**config.mk**
```make
export PLATFORM = sky130hd
export DESIGN_NAME = line_writeback_flat
export DESIGN_NICKNAME = d
export VERILOG_FILES = /design/src/verilog/mi_pkg.sv /design/src/verilog/mi_ifs.sv /design/src/verilog/line_writeback.sv /design/src/flat_wrapper.sv
export SDC_FILE = /design/constraint.sdc
export NUM_CORES = 1
export LEC_CHECK = 0
export BUFFER_PORTS_ARGS = -buffer_cell sky130_fd_sc_hd__clkbuf_2
export CAP_MARGIN = 25
export CORE_AREA = 2 2 670 672
export DETAILED_ROUTE_END_ITERATION = 8
export DIE_AREA = 0 0 672 674
export PLACE_DENSITY = 0.3
export SYNTH_ARGS = -nofsm -noshare
export SYNTH_HDL_FRONTEND = slang
export SYNTH_SLANG_ARGS = --single-unit
```
**constraint.sdc**
```tcl
create_clock -name clk -period 29 [get_ports clk]
set_input_delay 5.8 -clock clk [delete_from_list [all_inputs] [get_ports clk]]
set_output_delay 5.8 -clock clk [all_outputs]
set_load 0.02 [all_outputs]
```
**src/verilog/mi_pkg.sv**
```systemverilog
// widths and codes shared by all blocks; N_CLIENTS is fixed at 2 because the client wiring is fixed
package mi_pkg;

	// --------------------
	// sizes
	localparam int N_CLIENTS     = 2;
	localparam int LINE_OFFSET_W = 6;
	localparam int NPHYS         = 48;
	localparam int LINE_BITS     = 512;
	localparam int TRANS_W       = 6;
	localparam int CLIENT_W      = 1;

	typedef logic [NPHYS-LINE_OFFSET_W-1:0] line_addr_t;
	typedef logic [LINE_BITS-1:0]           line_t;
	typedef logic [TRANS_W-1:0]             trans_t;

	// --------------------
	// cache side request and snoop codes
	typedef enum logic [2:0] {
		RSNOOP_READ_LINE            = 3'd0,
		RSNOOP_READ_LINE_SHARED     = 3'd1,
		RSNOOP_READ_LINE_EXCLUSIVE  = 3'd2,
		RSNOOP_READ_LINE_INV_SHARED = 3'd3,
		RSNOOP_READ_CANCEL          = 3'd4
	} rsnoop_t;

	typedef enum logic [1:0] {
		SNOOP_READ_UNSHARED  = 2'd0,
		SNOOP_READ_SHARED    = 2'd1,
		SNOOP_READ_EXCLUSIVE = 2'd2,
		SNOOP_READ_INVALID   = 2'd3
	} snoop_t;

	typedef logic [2:0] resp_t;

	localparam int    RESP_DATA_INCLUDED = 2;    // bit index, line travels with the resp
	localparam resp_t RESP_MEM           = 3'd1; // plain memory data
	localparam resp_t RESP_INV           = 3'd2;

	// --------------------
	// memory tag, client number above the cache trans id
	typedef struct packed {
		logic [CLIENT_W-1:0] client;
		trans_t              trans;
	} mem_tag_s;

	typedef union packed {
		logic [CLIENT_W+TRANS_W-1:0] raw;
		mem_tag_s                    f;
	} mem_tag_u;

endpackage

```
**src/verilog/mi_ifs.sv**
```systemverilog
// req is a level held until done or grant; done is a single cycle pulse, resp and data valid with it
`timescale 1ns/1ps

// read or write port to the snoop arbiter
interface snoop_req_if import mi_pkg::*; ();
	logic       req;
	line_addr_t addr;
	snoop_t     kind;
	logic       done;
	resp_t      resp;
	line_t      data;

	modport initiator (
		output req, addr, kind,
		input  done, resp, data
	);

	modport target (
		input  req, addr, kind,
		output done, resp, data
	);
endinterface


```
**src/verilog/line_writeback.sv**
```systemverilog
// dc0 only, one writeback at a time; the ic0 invalidate and memory write go out together
`timescale 1ns/1ps

module line_writeback import mi_pkg::*; (
	input  logic           clk,
	input  logic           reset,
	input  line_addr_t     waddr,
	input  logic           waddr_req,
	output logic           waddr_ack,
	input  trans_t         waddr_trans,
	input  line_t          wdata,
	output trans_t         wdata_trans,
	output logic           wdata_done,
	snoop_req_if.initiator sn,
	output line_addr_t     mem_waddr,
	output line_t          mem_wdata,
	output mem_tag_u       mem_waddr_trans,
	output logic           mem_waddr_req,
	input  logic           mem_waddr_ack,
	input  mem_tag_u       mem_wdata_trans,
	input  logic           mem_wdata_done
);

	logic       snoop_pend;
	logic       mem_pend;
	logic       accept;
	line_addr_t addr_q;
	trans_t     trans_q;
	line_t      data_q;

	assign waddr_ack = !snoop_pend && !mem_pend;	// both halves finished
	assign accept    = waddr_req && waddr_ack;

	assign sn.req  = snoop_pend;
	assign sn.addr = addr_q;
	assign sn.kind = SNOOP_READ_INVALID;	// drop any ic0 copy

	assign mem_waddr_req = mem_pend;
	assign mem_waddr     = addr_q;
	assign mem_wdata     = data_q;

	always_comb begin
		mem_waddr_trans.f.client = 1'b1;	// dc0
		mem_waddr_trans.f.trans  = trans_q;
	end

	always_ff @(posedge clk) begin
		if (reset) begin
			snoop_pend <= 1'b0;
			mem_pend   <= 1'b0;
			wdata_done <= 1'b0;
		end else begin
			if (accept) begin
				snoop_pend <= 1'b1;
				mem_pend   <= 1'b1;
			end
			if (sn.done)
				snoop_pend <= 1'b0;
			if (mem_waddr_req && mem_waddr_ack)
				mem_pend <= 1'b0;
			wdata_done <= mem_wdata_done && mem_wdata_trans.f.client == 1'b1;
		end
	end

	always_ff @(posedge clk) begin
		if (accept) begin
			addr_q  <= waddr;
			trans_q <= waddr_trans;
			data_q  <= wdata;
		end
		if (mem_wdata_done)
			wdata_trans <= mem_wdata_trans.f.trans;
	end

endmodule

```
**src/flat_wrapper.sv**
```systemverilog
// flat-port wrapper written by rule: the top's interface ports become plain ports
module line_writeback_flat import mi_pkg::*;
  (clk, reset, waddr, waddr_req, waddr_ack, waddr_trans, wdata, wdata_trans, wdata_done, mem_waddr, mem_wdata, mem_waddr_trans, mem_waddr_req, mem_waddr_ack, mem_wdata_trans, mem_wdata_done, sn_req, sn_addr, sn_kind, sn_done, sn_resp, sn_data);
  snoop_req_if sn_i ();
  input  logic clk;
  input  logic reset;
  input  line_addr_t waddr;
  input  logic waddr_req;
  output logic waddr_ack;
  input  trans_t waddr_trans;
  input  line_t wdata;
  output trans_t wdata_trans;
  output logic wdata_done;
  output line_addr_t mem_waddr;
  output line_t mem_wdata;
  output mem_tag_u mem_waddr_trans;
  output logic mem_waddr_req;
  input  logic mem_waddr_ack;
  input  mem_tag_u mem_wdata_trans;
  input  logic mem_wdata_done;
  output wire logic [$bits(sn_i.req)-1:0] sn_req;
  output wire logic [$bits(sn_i.addr)-1:0] sn_addr;
  output wire logic [$bits(sn_i.kind)-1:0] sn_kind;
  input wire logic [$bits(sn_i.done)-1:0] sn_done;
  input wire logic [$bits(sn_i.resp)-1:0] sn_resp;
  input wire logic [$bits(sn_i.data)-1:0] sn_data;
  assign sn_req = sn_i.req;
  assign sn_addr = sn_i.addr;
  assign sn_kind = sn_i.kind;
  assign sn_i.done = sn_done;
  assign sn_i.resp = sn_resp;
  assign sn_i.data = sn_data;
  line_writeback u_core (.clk(clk), .reset(reset), .waddr(waddr), .waddr_req(waddr_req), .waddr_ack(waddr_ack), .waddr_trans(waddr_trans), .wdata(wdata), .wdata_trans(wdata_trans), .wdata_done(wdata_done), .sn(sn_i), .mem_waddr(mem_waddr), .mem_wdata(mem_wdata), .mem_waddr_trans(mem_waddr_trans), .mem_waddr_req(mem_waddr_req), .mem_waddr_ack(mem_waddr_ack), .mem_wdata_trans(mem_wdata_trans), .mem_wdata_done(mem_wdata_done));
endmodule
```
==> reports/qor.yml <==
worst_hold_path:
  hold_path_end: "u_core.sn.req$_SDFFE_PP0P_"
  holdPathStages: 1
  hp-class: "flip-flop to flip-flop"
  worstHoldStart: "u_core.sn.req$_SDFFE_PP0P_"
logic_synthesis:
  synth_common_cells: "edfxtp_1 (566), buf_4 (45), dfxtp_1 (3), nor2_1 (3), nor2b_1 (2)"
  yosysSeqAreaShare_pct: 97.7
  synth.distinct_cells: 10
  netlist_area_um2: 17500
  async_flop_share_pct: 0
  yosys.area.top_type: "edfxtp_1"
  ys.flop_type: "edfxtp_1"
  synthTopCellsByArea: "edfxtp_1 (97%), buf_4 (1.9%), dfxtp_1 (0.34%), nor2b_1 (0.072%), nor3b_2 (0.072%)"
  postSynthCellCount: 624
  synth_most_common_cell: "edfxtp_1"
  ys_seq_elements: 569
  yosysTopAreaCellShare_pct: 97.4
  syn_avg_cell_area_um2: 28.0
  yosys_warnings: 0
  synth_edf_count: 566
floorplan:
  die_area_um2: 453000
  die_w_um: 672
  core_area_um2: 447000
  fp.dieH_um: 674
  num_io_pins: 1703
  core.rowCount: 246
  initial_core_util_pct: 3.91
routing:
  num_vias: 12884
  first_iter_violations: 744
  via_per_inst: 1.63
  ant_nets: 0
  drtPass1Iterations: 5
  drc: 0
  wirelength_mm: 222
  wire_per_inst_um: 28.0
setup_path:
  timing.rr.start: "u_core.sn.req$_SDFFE_PP0P_"
  crit_path_frequent_cell: "buf_4"
  cp_top_family: "buffers and inverters"
  cpPeakStageDelay_ps: 750
  path_max_fanout: 63
  r2r.worst_path.cells: 6
  crit_chain: "clkbuf_2, nor3b_4, buf_4, buf_4, buf_4, buf_16, buf_4"
  cp-startpoint: "waddr_req"
  crit_arrival_ps: 8910
  cp_data_required_time_ps: 29440
  crit-reg2reg-capture: "u_core.mem_wdata[191]$_DFFE_PP_"
  critPathLaunchType: "input port"
  endpoint_kind: "flip-flop"
  reg2reg_slack_ps: 25180
  worst-setup-path-type: "input port to flip-flop"
  critPathSlowestCell: "buf_4"
  worstPathBufferInverterCount: 6
clock_tree:
  cts_tree: "done"
  postCtsSetupBuffers: 0
  postCtsHoldBufs: 0
  numCtsBuffers: 86
  htree_levels: 3
  clock_sinks: 569
  clk_pin_slew_worst_paths_ps: 50
  clk_latency_ps: 840
  cts_max_path_buffers: 4
  root_buffer: "clkbuf_16"
  cts_resized: 0
job:
  maxCapViolCount: 0
layout:
  num-nets-final: 2951
  drive_gt1_share_pct: 68.5
  area_delta_synth_final_pct: 91.5
  fillers: 51764
timing:
  final_max_slew_viol_count: 0
  maxSlewHeadroom_pct: 28.8
  worst_pin_slew_ps: 1070
  rsz0062_at_grt: "false"
  fin_skew_ps: 97.3
  setup_viol: 0
  whs_ps: 596
  max_clock_freq_mhz: 118
  setup_tns_ps: 0
  post-route-min-period_ps: 8480
  final_hold_viol_count: 0
  min_period_over_period_pct: 29.2
global_routing:
  gr-usage-all-layers_pct: 9.45
  grt_pass1_wl_mm: 248
  grt_max_degree: 127
  grt_pass1_vias: 12540
  overflow: 0
  antenna_found_initial: 329
placed_design:
  finalWeightedCongestion: 0.715
  hpwlAfterDp_mm: 203
  numPortBuffers: 1184
status:
  outcome: "finished clean"
power:
  powerDensity_nw_per_um2: 69.2
  max-vdd-ir-drop_uv: 41.9
  p_leak_nw: 11.7
-- worst max path at each step --
stage                                         to  cells past startpoint
4_1_cts           u_core.mem_waddr[21]$_DFFE_PP_                      6
5_1_grt           u_core.mem_waddr[25]$_DFFE_PP_                      7
6_report         u_core.mem_wdata[191]$_DFFE_PP_                      7
3_3_place_gp      u_core.mem_wdata[48]$_DFFE_PP_                      6
3_5_place_dp     u_core.mem_wdata[210]$_DFFE_PP_                      6
2_1_floorplan  u_core.mem_waddr_req$_SDFFE_PP0P_                      2
-- kinds of logic after synthesis --
group           Yosys count  synth area share (%)
buf+inv                  45                  1.94
other cells               1                0.0215
compound gates            2                 0.100
simple gates              7                 0.229
flops                   569                  97.7
-- registers in the layout, indices dropped and copies added (netlist names) --
name	cells
u_core.wdata_done	1
u_core.mem_wdata	512
u_core.sn.req	1
u_core.wdata_trans	6
u_core.trans_q	6
u_core.mem_waddr_req	1
u_core.mem_waddr	42
-- stage by stage --
step           total power (W)  setup slack (ps)  utilization [%]  area [um^2]  cells
4_1_cts                0.00240             20110             7.45        33300   7868
2_1_floorplan          0.00115               828                -        17500    626
6_report               0.00231             20520             7.49        33400   7918
3_5_place_dp           0.00130             19170             6.85        30600   7725
3_3_place_gp           0.00130             19250             6.85        30600   7725
5_1_grt                0.00241             20280             7.47        33300   7883
-- layer usage --
metal / global-route usage [%] / up-vias / part of all wire, %
met5: 0 / - / 0.70
met4: 1.97 / 246 / 2.2
met3: 8.74 / 468 / 20
li1: - / 5025 / -
met1: 8.05 / 6044 / 29
met2: 16.2 / 1101 / 48
-- cell usage in the layout (no fill, tap or decap), drive strengths merged --
cell type / instances
nand2: 1
o21a: 1
diode: 48
nor2b: 2
clkbuf: 1284
conb: 3
dfxtp: 3
inv: 4
clkinv: 23
clkinvlp: 9
bufinv: 7
o21ba: 1
buf: 10
nor3b: 1
edfxtp: 566
nor2: 3
-- layout make-up --
class / count / area, um^2 / share of cell area, %
Antenna cell: 48 / 120 / 0.359
Clock buffer: 100 / 2200 / 6.59
Clock inverter: 43 / 479 / 1.43
Multi-Input combinational cell: 12 / 75.1 / 0.225
Sequential cell: 569 / 17100 / 51.0
Tap cell: 5952 / 7450 / 22.3
Timing Repair Buffer: 1194 / 6050 / 18.1
-- worst register-to-register path, stage by stage, from the launching register on --
cell and delay (ps):
dfxtp_1 360, nor3b_4 190, buf_4 620, buf_4 740
buf_4 360, buf_16 320, buf_4 790
-- report_power, final --
part	switching (W)	internal (W)
clock	0.000448	0.000606
sequential	0.0000203	0.000974
combinational	0.000202	0.0000640
total	0.000670	0.00164
No activity file was read; power rests on OpenSTA's default activity.
