$ cat src/verilog/mi_pkg.sv
// widths and codes shared by all blocks; N_CLIENTS is fixed at 2 because the client wiring is fixed
package mi_pkg;

	// --------------------
	// sizes
	localparam int N_CLIENTS     = 2;
	localparam int LINE_OFFSET_W = 6;
	localparam int NPHYS         = 48;
	localparam int LINE_BITS     = 512;
	localparam int TRANS_W       = 6;
	localparam int CLIENT_W      = 1;

	typedef logic [NPHYS-LINE_OFFSET_W-1:0] line_addr_t;
	typedef logic [LINE_BITS-1:0]           line_t;
	typedef logic [TRANS_W-1:0]             trans_t;

	// --------------------
	// cache side request and snoop codes
	typedef enum logic [2:0] {
		RSNOOP_READ_LINE            = 3'd0,
		RSNOOP_READ_LINE_SHARED     = 3'd1,
		RSNOOP_READ_LINE_EXCLUSIVE  = 3'd2,
		RSNOOP_READ_LINE_INV_SHARED = 3'd3,
		RSNOOP_READ_CANCEL          = 3'd4
	} rsnoop_t;

	typedef enum logic [1:0] {
		SNOOP_READ_UNSHARED  = 2'd0,
		SNOOP_READ_SHARED    = 2'd1,
		SNOOP_READ_EXCLUSIVE = 2'd2,
		SNOOP_READ_INVALID   = 2'd3
	} snoop_t;

	typedef logic [2:0] resp_t;

	localparam int    RESP_DATA_INCLUDED = 2;    // bit index, line travels with the resp
	localparam resp_t RESP_MEM           = 3'd1; // plain memory data
	localparam resp_t RESP_INV           = 3'd2;

	// --------------------
	// memory tag, client number above the cache trans id
	typedef struct packed {
		logic [CLIENT_W-1:0] client;
		trans_t              trans;
	} mem_tag_s;

	typedef union packed {
		logic [CLIENT_W+TRANS_W-1:0] raw;
		mem_tag_s                    f;
	} mem_tag_u;

endpackage

$ cat src/verilog/mi_ifs.sv
// req is a level held until done or grant; done is a single cycle pulse, resp and data valid with it
`timescale 1ns/1ps

// read or write port to the snoop arbiter
interface snoop_req_if import mi_pkg::*; ();
	logic       req;
	line_addr_t addr;
	snoop_t     kind;
	logic       done;
	resp_t      resp;
	line_t      data;

	modport initiator (
		output req, addr, kind,
		input  done, resp, data
	);

	modport target (
		input  req, addr, kind,
		output done, resp, data
	);
endinterface

// read port to the memory read mux, request side and return side
interface mem_rd_if import mi_pkg::*; ();
	logic       req;
	line_addr_t addr;
	trans_t     trans;
	logic       grant;
	logic       rvalid;
	line_t      rdata;
	trans_t     rtrans;
	logic       rready;

	modport client (
		output req, addr, trans, rready,
		input  grant, rvalid, rdata, rtrans
	);

	modport mux (
		input  req, addr, trans, rready,
		output grant, rvalid, rdata, rtrans
	);
endinterface

$ cat src/verilog/client_read_port.sv
// one read in flight per cache; a cancel is accepted and ignored, it never returns data
`timescale 1ns/1ps

module client_read_port import mi_pkg::*; #(
	parameter int CLIENT_ID = 0
) (
	input  logic           clk,
	input  logic           reset,
	input  line_addr_t     raddr,
	input  logic           raddr_req,
	output logic           raddr_ack,
	input  trans_t         raddr_trans,
	input  rsnoop_t        raddr_snoop,
	output line_t          rdata,
	output logic           rdata_req,
	input  logic           rdata_ack,
	output trans_t         rdata_trans,
	output resp_t          rdata_resp,
	snoop_req_if.initiator sn,
	mem_rd_if.client       mr
);

	logic       busy;	// accepted and not yet taken by the cache
	logic       snoop_pend;
	logic       mem_req;
	logic       mem_wait;	// granted, line not back yet
	logic       accept;
	logic       snoop_hit;
	logic       mem_ret;
	line_addr_t addr_q;
	trans_t     trans_q;
	snoop_t     kind_q;

	function automatic snoop_t snoop_kind(input rsnoop_t k);
		case (k)
		RSNOOP_READ_LINE_SHARED:     return SNOOP_READ_SHARED;
		RSNOOP_READ_LINE_EXCLUSIVE:  return SNOOP_READ_EXCLUSIVE;
		RSNOOP_READ_LINE_INV_SHARED: return SNOOP_READ_INVALID;
		default:                     return SNOOP_READ_UNSHARED;
		endcase
	endfunction

	assign raddr_ack = !busy;
	assign accept    = raddr_req && raddr_ack && raddr_snoop != RSNOOP_READ_CANCEL;

	// inv-shared never goes to memory
	assign snoop_hit = kind_q == SNOOP_READ_INVALID || sn.resp[RESP_DATA_INCLUDED];
	assign mem_ret   = mr.rvalid && mr.rready;

	assign sn.req    = snoop_pend;
	assign sn.addr   = addr_q;
	assign sn.kind   = kind_q;
	assign mr.req    = mem_req;
	assign mr.addr   = addr_q;
	assign mr.trans  = trans_q;
	assign mr.rready = mem_wait;

	// --------------------
	// sequencing
	always_ff @(posedge clk) begin
		if (reset) begin
			busy       <= 1'b0;
			snoop_pend <= 1'b0;
			mem_req    <= 1'b0;
			mem_wait   <= 1'b0;
			rdata_req  <= 1'b0;
		end else begin
			if (accept) begin
				busy       <= 1'b1;
				snoop_pend <= 1'b1;
			end
			if (sn.done) begin
				snoop_pend <= 1'b0;
				if (snoop_hit)
					rdata_req <= 1'b1;
				else
					mem_req <= 1'b1;	// fall back to memory
			end
			if (mr.req && mr.grant) begin
				mem_req  <= 1'b0;
				mem_wait <= 1'b1;
			end
			if (mem_ret) begin
				mem_wait  <= 1'b0;
				rdata_req <= 1'b1;
			end
			if (rdata_req && rdata_ack) begin
				rdata_req <= 1'b0;
				busy      <= 1'b0;
			end
		end
	end

	// --------------------
	// request and return payload
	always_ff @(posedge clk) begin
		if (accept) begin
			addr_q  <= raddr;
			trans_q <= raddr_trans;
			kind_q  <= snoop_kind(raddr_snoop);
		end
		if (sn.done && snoop_hit) begin
			rdata       <= sn.data;
			rdata_resp  <= (kind_q == SNOOP_READ_INVALID) ? RESP_INV : sn.resp;
			rdata_trans <= trans_q;
		end
		if (mem_ret) begin
			rdata       <= mr.rdata;
			rdata_resp  <= RESP_MEM;
			rdata_trans <= mr.rtrans;	// tag comes back from memory
		end
	end

	// memory must only return a line this port asked for
	a_rvalid_expected: assert property (@(posedge clk) disable iff (reset)
		mr.rvalid |-> mem_wait)
		else $error("client %0d: memory line with no read outstanding", CLIENT_ID);

endmodule

$ cat src/flat_wrapper.sv
// flat-port wrapper written by rule: the top's interface ports become plain ports
module client_read_port_flat import mi_pkg::*;
#(
	parameter int CLIENT_ID = 0
)
  (clk, reset, raddr, raddr_req, raddr_ack, raddr_trans, raddr_snoop, rdata, rdata_req, rdata_ack, rdata_trans, rdata_resp, sn_req, sn_addr, sn_kind, sn_done, sn_resp, sn_data, mr_req, mr_addr, mr_trans, mr_rready, mr_grant, mr_rvalid, mr_rdata, mr_rtrans);
  snoop_req_if sn_i ();
  mem_rd_if mr_i ();
  input  logic clk;
  input  logic reset;
  input  line_addr_t raddr;
  input  logic raddr_req;
  output logic raddr_ack;
  input  trans_t raddr_trans;
  input  rsnoop_t raddr_snoop;
  output line_t rdata;
  output logic rdata_req;
  input  logic rdata_ack;
  output trans_t rdata_trans;
  output resp_t rdata_resp;
  output wire logic [$bits(sn_i.req)-1:0] sn_req;
  output wire logic [$bits(sn_i.addr)-1:0] sn_addr;
  output wire logic [$bits(sn_i.kind)-1:0] sn_kind;
  input wire logic [$bits(sn_i.done)-1:0] sn_done;
  input wire logic [$bits(sn_i.resp)-1:0] sn_resp;
  input wire logic [$bits(sn_i.data)-1:0] sn_data;
  output wire logic [$bits(mr_i.req)-1:0] mr_req;
  output wire logic [$bits(mr_i.addr)-1:0] mr_addr;
  output wire logic [$bits(mr_i.trans)-1:0] mr_trans;
  output wire logic [$bits(mr_i.rready)-1:0] mr_rready;
  input wire logic [$bits(mr_i.grant)-1:0] mr_grant;
  input wire logic [$bits(mr_i.rvalid)-1:0] mr_rvalid;
  input wire logic [$bits(mr_i.rdata)-1:0] mr_rdata;
  input wire logic [$bits(mr_i.rtrans)-1:0] mr_rtrans;
  assign sn_req = sn_i.req;
  assign sn_addr = sn_i.addr;
  assign sn_kind = sn_i.kind;
  assign sn_i.done = sn_done;
  assign sn_i.resp = sn_resp;
  assign sn_i.data = sn_data;
  assign mr_req = mr_i.req;
  assign mr_addr = mr_i.addr;
  assign mr_trans = mr_i.trans;
  assign mr_rready = mr_i.rready;
  assign mr_i.grant = mr_grant;
  assign mr_i.rvalid = mr_rvalid;
  assign mr_i.rdata = mr_rdata;
  assign mr_i.rtrans = mr_rtrans;
  client_read_port #(.CLIENT_ID(CLIENT_ID)) u_core (.clk(clk), .reset(reset), .raddr(raddr), .raddr_req(raddr_req), .raddr_ack(raddr_ack), .raddr_trans(raddr_trans), .raddr_snoop(raddr_snoop), .rdata(rdata), .rdata_req(rdata_req), .rdata_ack(rdata_ack), .rdata_trans(rdata_trans), .rdata_resp(rdata_resp), .sn(sn_i), .mr(mr_i));
endmodule
$ cat config.mk
export PLATFORM = sky130hd
export DESIGN_NAME = client_read_port_flat
export DESIGN_NICKNAME = d
export VERILOG_FILES = /design/src/verilog/mi_pkg.sv /design/src/verilog/mi_ifs.sv /design/src/verilog/client_read_port.sv /design/src/flat_wrapper.sv
export SDC_FILE = /design/constraint.sdc
export NUM_CORES = 1
export LEC_CHECK = 0
export ABC_AREA = 1
export CAP_MARGIN = 20
export CORE_AREA = 2 2 662 664
export DETAILED_ROUTE_END_ITERATION = 10
export DIE_AREA = 0 0 664 666
export DONT_BUFFER_PORTS = 1
export PLACE_DENSITY = 0.3
export SYNTH_ARGS = -nofsm -noshare
export SYNTH_HDL_FRONTEND = slang
export SYNTH_SLANG_ARGS = --single-unit
$ cat constraint.sdc
create_clock -name clk -period 33.3 [get_ports clk]
set_clock_uncertainty 0.1 [all_clocks]
set_input_delay 1.665 -clock clk [delete_from_list [all_inputs] [get_ports clk]]
set_output_delay 1.665 -clock clk [all_outputs]
set_load 0.02 [all_outputs]
==> metrics.yaml <==
outcome:
  outcome: "finished clean"
final_layout:
  drive_gt1_frac: 0.06715
  areaGrowthSynthToFinish_pct: 38.72
  fillers: 50900
  final_net_count: 3382
  post-route-util: 0.07719
  design_area_mm2: 0.03366
pwr:
  p_leak_nw: 11.44
  p_per_area_mw_per_mm2: 61.84
  ir_worst_vdd_uv: 37.44
synthesis:
  seq_area_frac_synth: 0.7096
  yosys.area.top_type_share: 0.7030
  synth_cell_types: 17
  syn_area_mm2: 0.02426
  yosys_warnings: 0
  ys_ff_latch: 576
  syn_area_per_cell_um2: 10.41
  synth_area_leaders: "edfxtp_1 70%, nand2_1 24%, buf_4 2.9%, buf_2 1.2%, dfxtp_1 0.66%"
  syn-num-nets: 3421
  yosysTopAreaCell: "edfxtp_1"
  synth_cells: 2330
clocking:
  post_cts_buffers: 0
  clkLatencyLatePin_ps: 870
  cts_tree: "built"
  cts.clk_slew.worst_paths_ps: 60
  cts_resized: 0
  cts_buffers: 85
  clk_path_buf_depth: 4
  cts-root-buf: "clkbuf_16"
  h-tree-depth: 3
  cts.sinks: 576
  ctsHoldBuffers: 0
setup_path:
  endpoint_kind: "flop"
  crit_type: "primary input to flop"
  r2r_cells: 6
  crit_fanout: 74
  cp.required_ps: 33600
  regToRegSetupSlack_ps: 28240
  cp_common_cell: "buf_4"
  worstPathCellList: "nand2_8 -> buf_4 -> nand2_4 -> buf_4 -> buf_4 -> buf_4"
  crit_family: "buffers and inverters"
  worstReg2RegStart: "u_core.mr.rready"
  critPathMaxStageDelay_ps: 910
  crit_buf_inv: 4
  critPathSlowestCell: "buf_4"
  critPathLaunchType: "primary input"
  cp_data_arrival_time_ps: 5560
  worst_r2r_endpoint: "u_core.rdata[195]"
run:
  cap_violations: 0
sta:
  drv_slew: 0
  relSlewSlack: 0.1634
  post-route-period-util: 0.1579
  fin_crit_ps: 5258
  holdWs_ps: 433.6
  setup_tns_ps: 0
  finalHoldViolCount: 0
  worst_pin_slew_ps: 1255
  setup_ws_ps: 28040
  max_freq_mhz: 190.2
  setup_viol: 0
  rsz0062_at_grt: "no"
floorplanning:
  num_io_pins: 1709
  row_count: 243
  fp.dieArea_mm2: 0.4422
  core_area_mm2: 0.4360
  die_x_um: 664
  initial_core_util: 0.05565
  die_h_um: 666
detailed_routing:
  routed_wl_um: 318300
  drtIter0Drc: 2469
  dr_total_vias: 20270
  ant_nets: 0
  drtPass1Iterations: 6
  drc: 0
  vias_per_cell: 2.478
  wl_per_cell_um: 38.91
hold_path:
  hold_class: "flop to flop"
  hold_depth: 2
  hold-path-endpoint: "u_core.rdata_resp[0]"
  min-delay-start: "u_core.rdata_resp[0]"
placed_design:
  pre_cts_ws_ps: 27150
  portBuffers: 0
  dp_hpwl_um: 287500
  place.gp.congestion: 0.9509
  place_area_mm2: 0.03075
global_routing:
  overflow: 0
  grt_pass1_wl_um: 359800
  grt_start_max_net_pins: 133
  grt_usage: 0.1377
  grt_pass1_vias: 18260
  antenna_found_initial: 398
[logic make-up (layout without fill, tap and decap cells)]
family / count (synthesis) / after routing / synth area share
AND/OR/NAND/NOR: 1577 / 1577 / 0.2444
other: 0 / 71 / 0
buffers and inverters: 169 / 192 / 0.04420
AO/OA/AOI/OAI: 8 / 8 / 0.001753
flip-flops: 576 / 576 / 0.7096
[state kept, by name, indices dropped and copies added, names as in the netlist]
register	cells
u_core.busy	1
u_core.mr.addr	42
u_core.mr.req	1
u_core.mr.rready	1
u_core.mr.trans	6
u_core.rdata	512
u_core.rdata_req	1
u_core.rdata_resp	3
u_core.rdata_trans	6
u_core.sn.kind	2
u_core.sn.req	1
[where the power goes]
group          internal (mW)  switching [mW]  leakage (nW)
registers              0.866           0.142          5.47
logic                 0.0246          0.0964          4.63
clock network          0.549           0.402          1.34
[placed cells by master, fill, tap and decap left out, drive strengths merged]
cell type / netlist / layout
buf: 152 / 30
clkinv: 0 / 27
o21ai: 1 / 1
nand2: 1566 / 1566
nand3: 4 / 4
nor2: 5 / 5
diode: 0 / 71
o21a: 1 / 1
nand4: 1 / 1
a21oi: 6 / 6
nor3: 1 / 1
clkbuf: 4 / 102
edfxtp: 568 / 568
dfxtp: 8 / 8
bufinv: 0 / 10
clkinvlp: 0 / 2
inv: 13 / 21
[synth_stat cells]
cell,instances
nand4_1,1
buf_2,56
nand2_1,1565
inv_2,1
nand2_2,1
dfxtp_1,8
nor3_1,1
buf_6,2
nor2_1,5
buf_4,94
o21a_1,1
edfxtp_1,568
clkbuf_1,4
a21oi_1,6
o21ai_0,1
nand3_1,4
inv_1,12
[per-stage QoR]
stage | instances | total power, mW
global placement | 7960 | 1.158
global route | 8130 | 2.162
CTS | 8110 | 2.135
floorplan | 2330 | 1.052
finish | 8181 | 2.081
detailed placement | 7961 | 1.158
[cell type report]
| class | count | area, um^2 | share of cell area |
|---|---|---|---|
| Antenna cell | 71 | 177.7 | 0.005279 |
| Clock buffer | 102 | 2201 | 0.06539 |
| Clock inverter | 47 | 531.8 | 0.01580 |
| Inverter | 13 | 57.56 | 0.001710 |
| Multi-Input combinational cell | 1585 | 5997 | 0.1782 |
| Sequential cell | 576 | 17220 | 0.5116 |
| Tap cell | 5757 | 7203 | 0.2140 |
| Timing Repair Buffer | 30 | 270.3 | 0.008030 |
[how the worst max path moves through the flow]
stage / from / to / slack (ps) / depth (start not counted)
after detailed placement: mr_rvalid / u_core.rdata[195] / 27150 / 6
after global routing: mr_rvalid / u_core.rdata[229] / 27830 / 6
after CTS: mr_rvalid / u_core.rdata[229] / 28040 / 6
after floorplan: mr_rvalid / u_core.rdata[0] / 19030 / 3
final: mr_rvalid / u_core.rdata[195] / 28040 / 6
after global placement: mr_rvalid / u_core.rdata[140] / 27220 / 6
[tightest hold or removal path: cells and delay by family, from the launching register on]
family	cells	cell delay (ps)
flops	1	350
simple gates	2	140
[routing by layer]
metal  up-vias  routed length [um]  track usage
met5         -                1918    0.0006511
met4       284                8521      0.02491
met3       839               62540       0.1232
met2      2002              145200       0.2248
met1      9605              100200       0.1296
li1       7542                   -            -
Power figures use the tool's default switching activity.
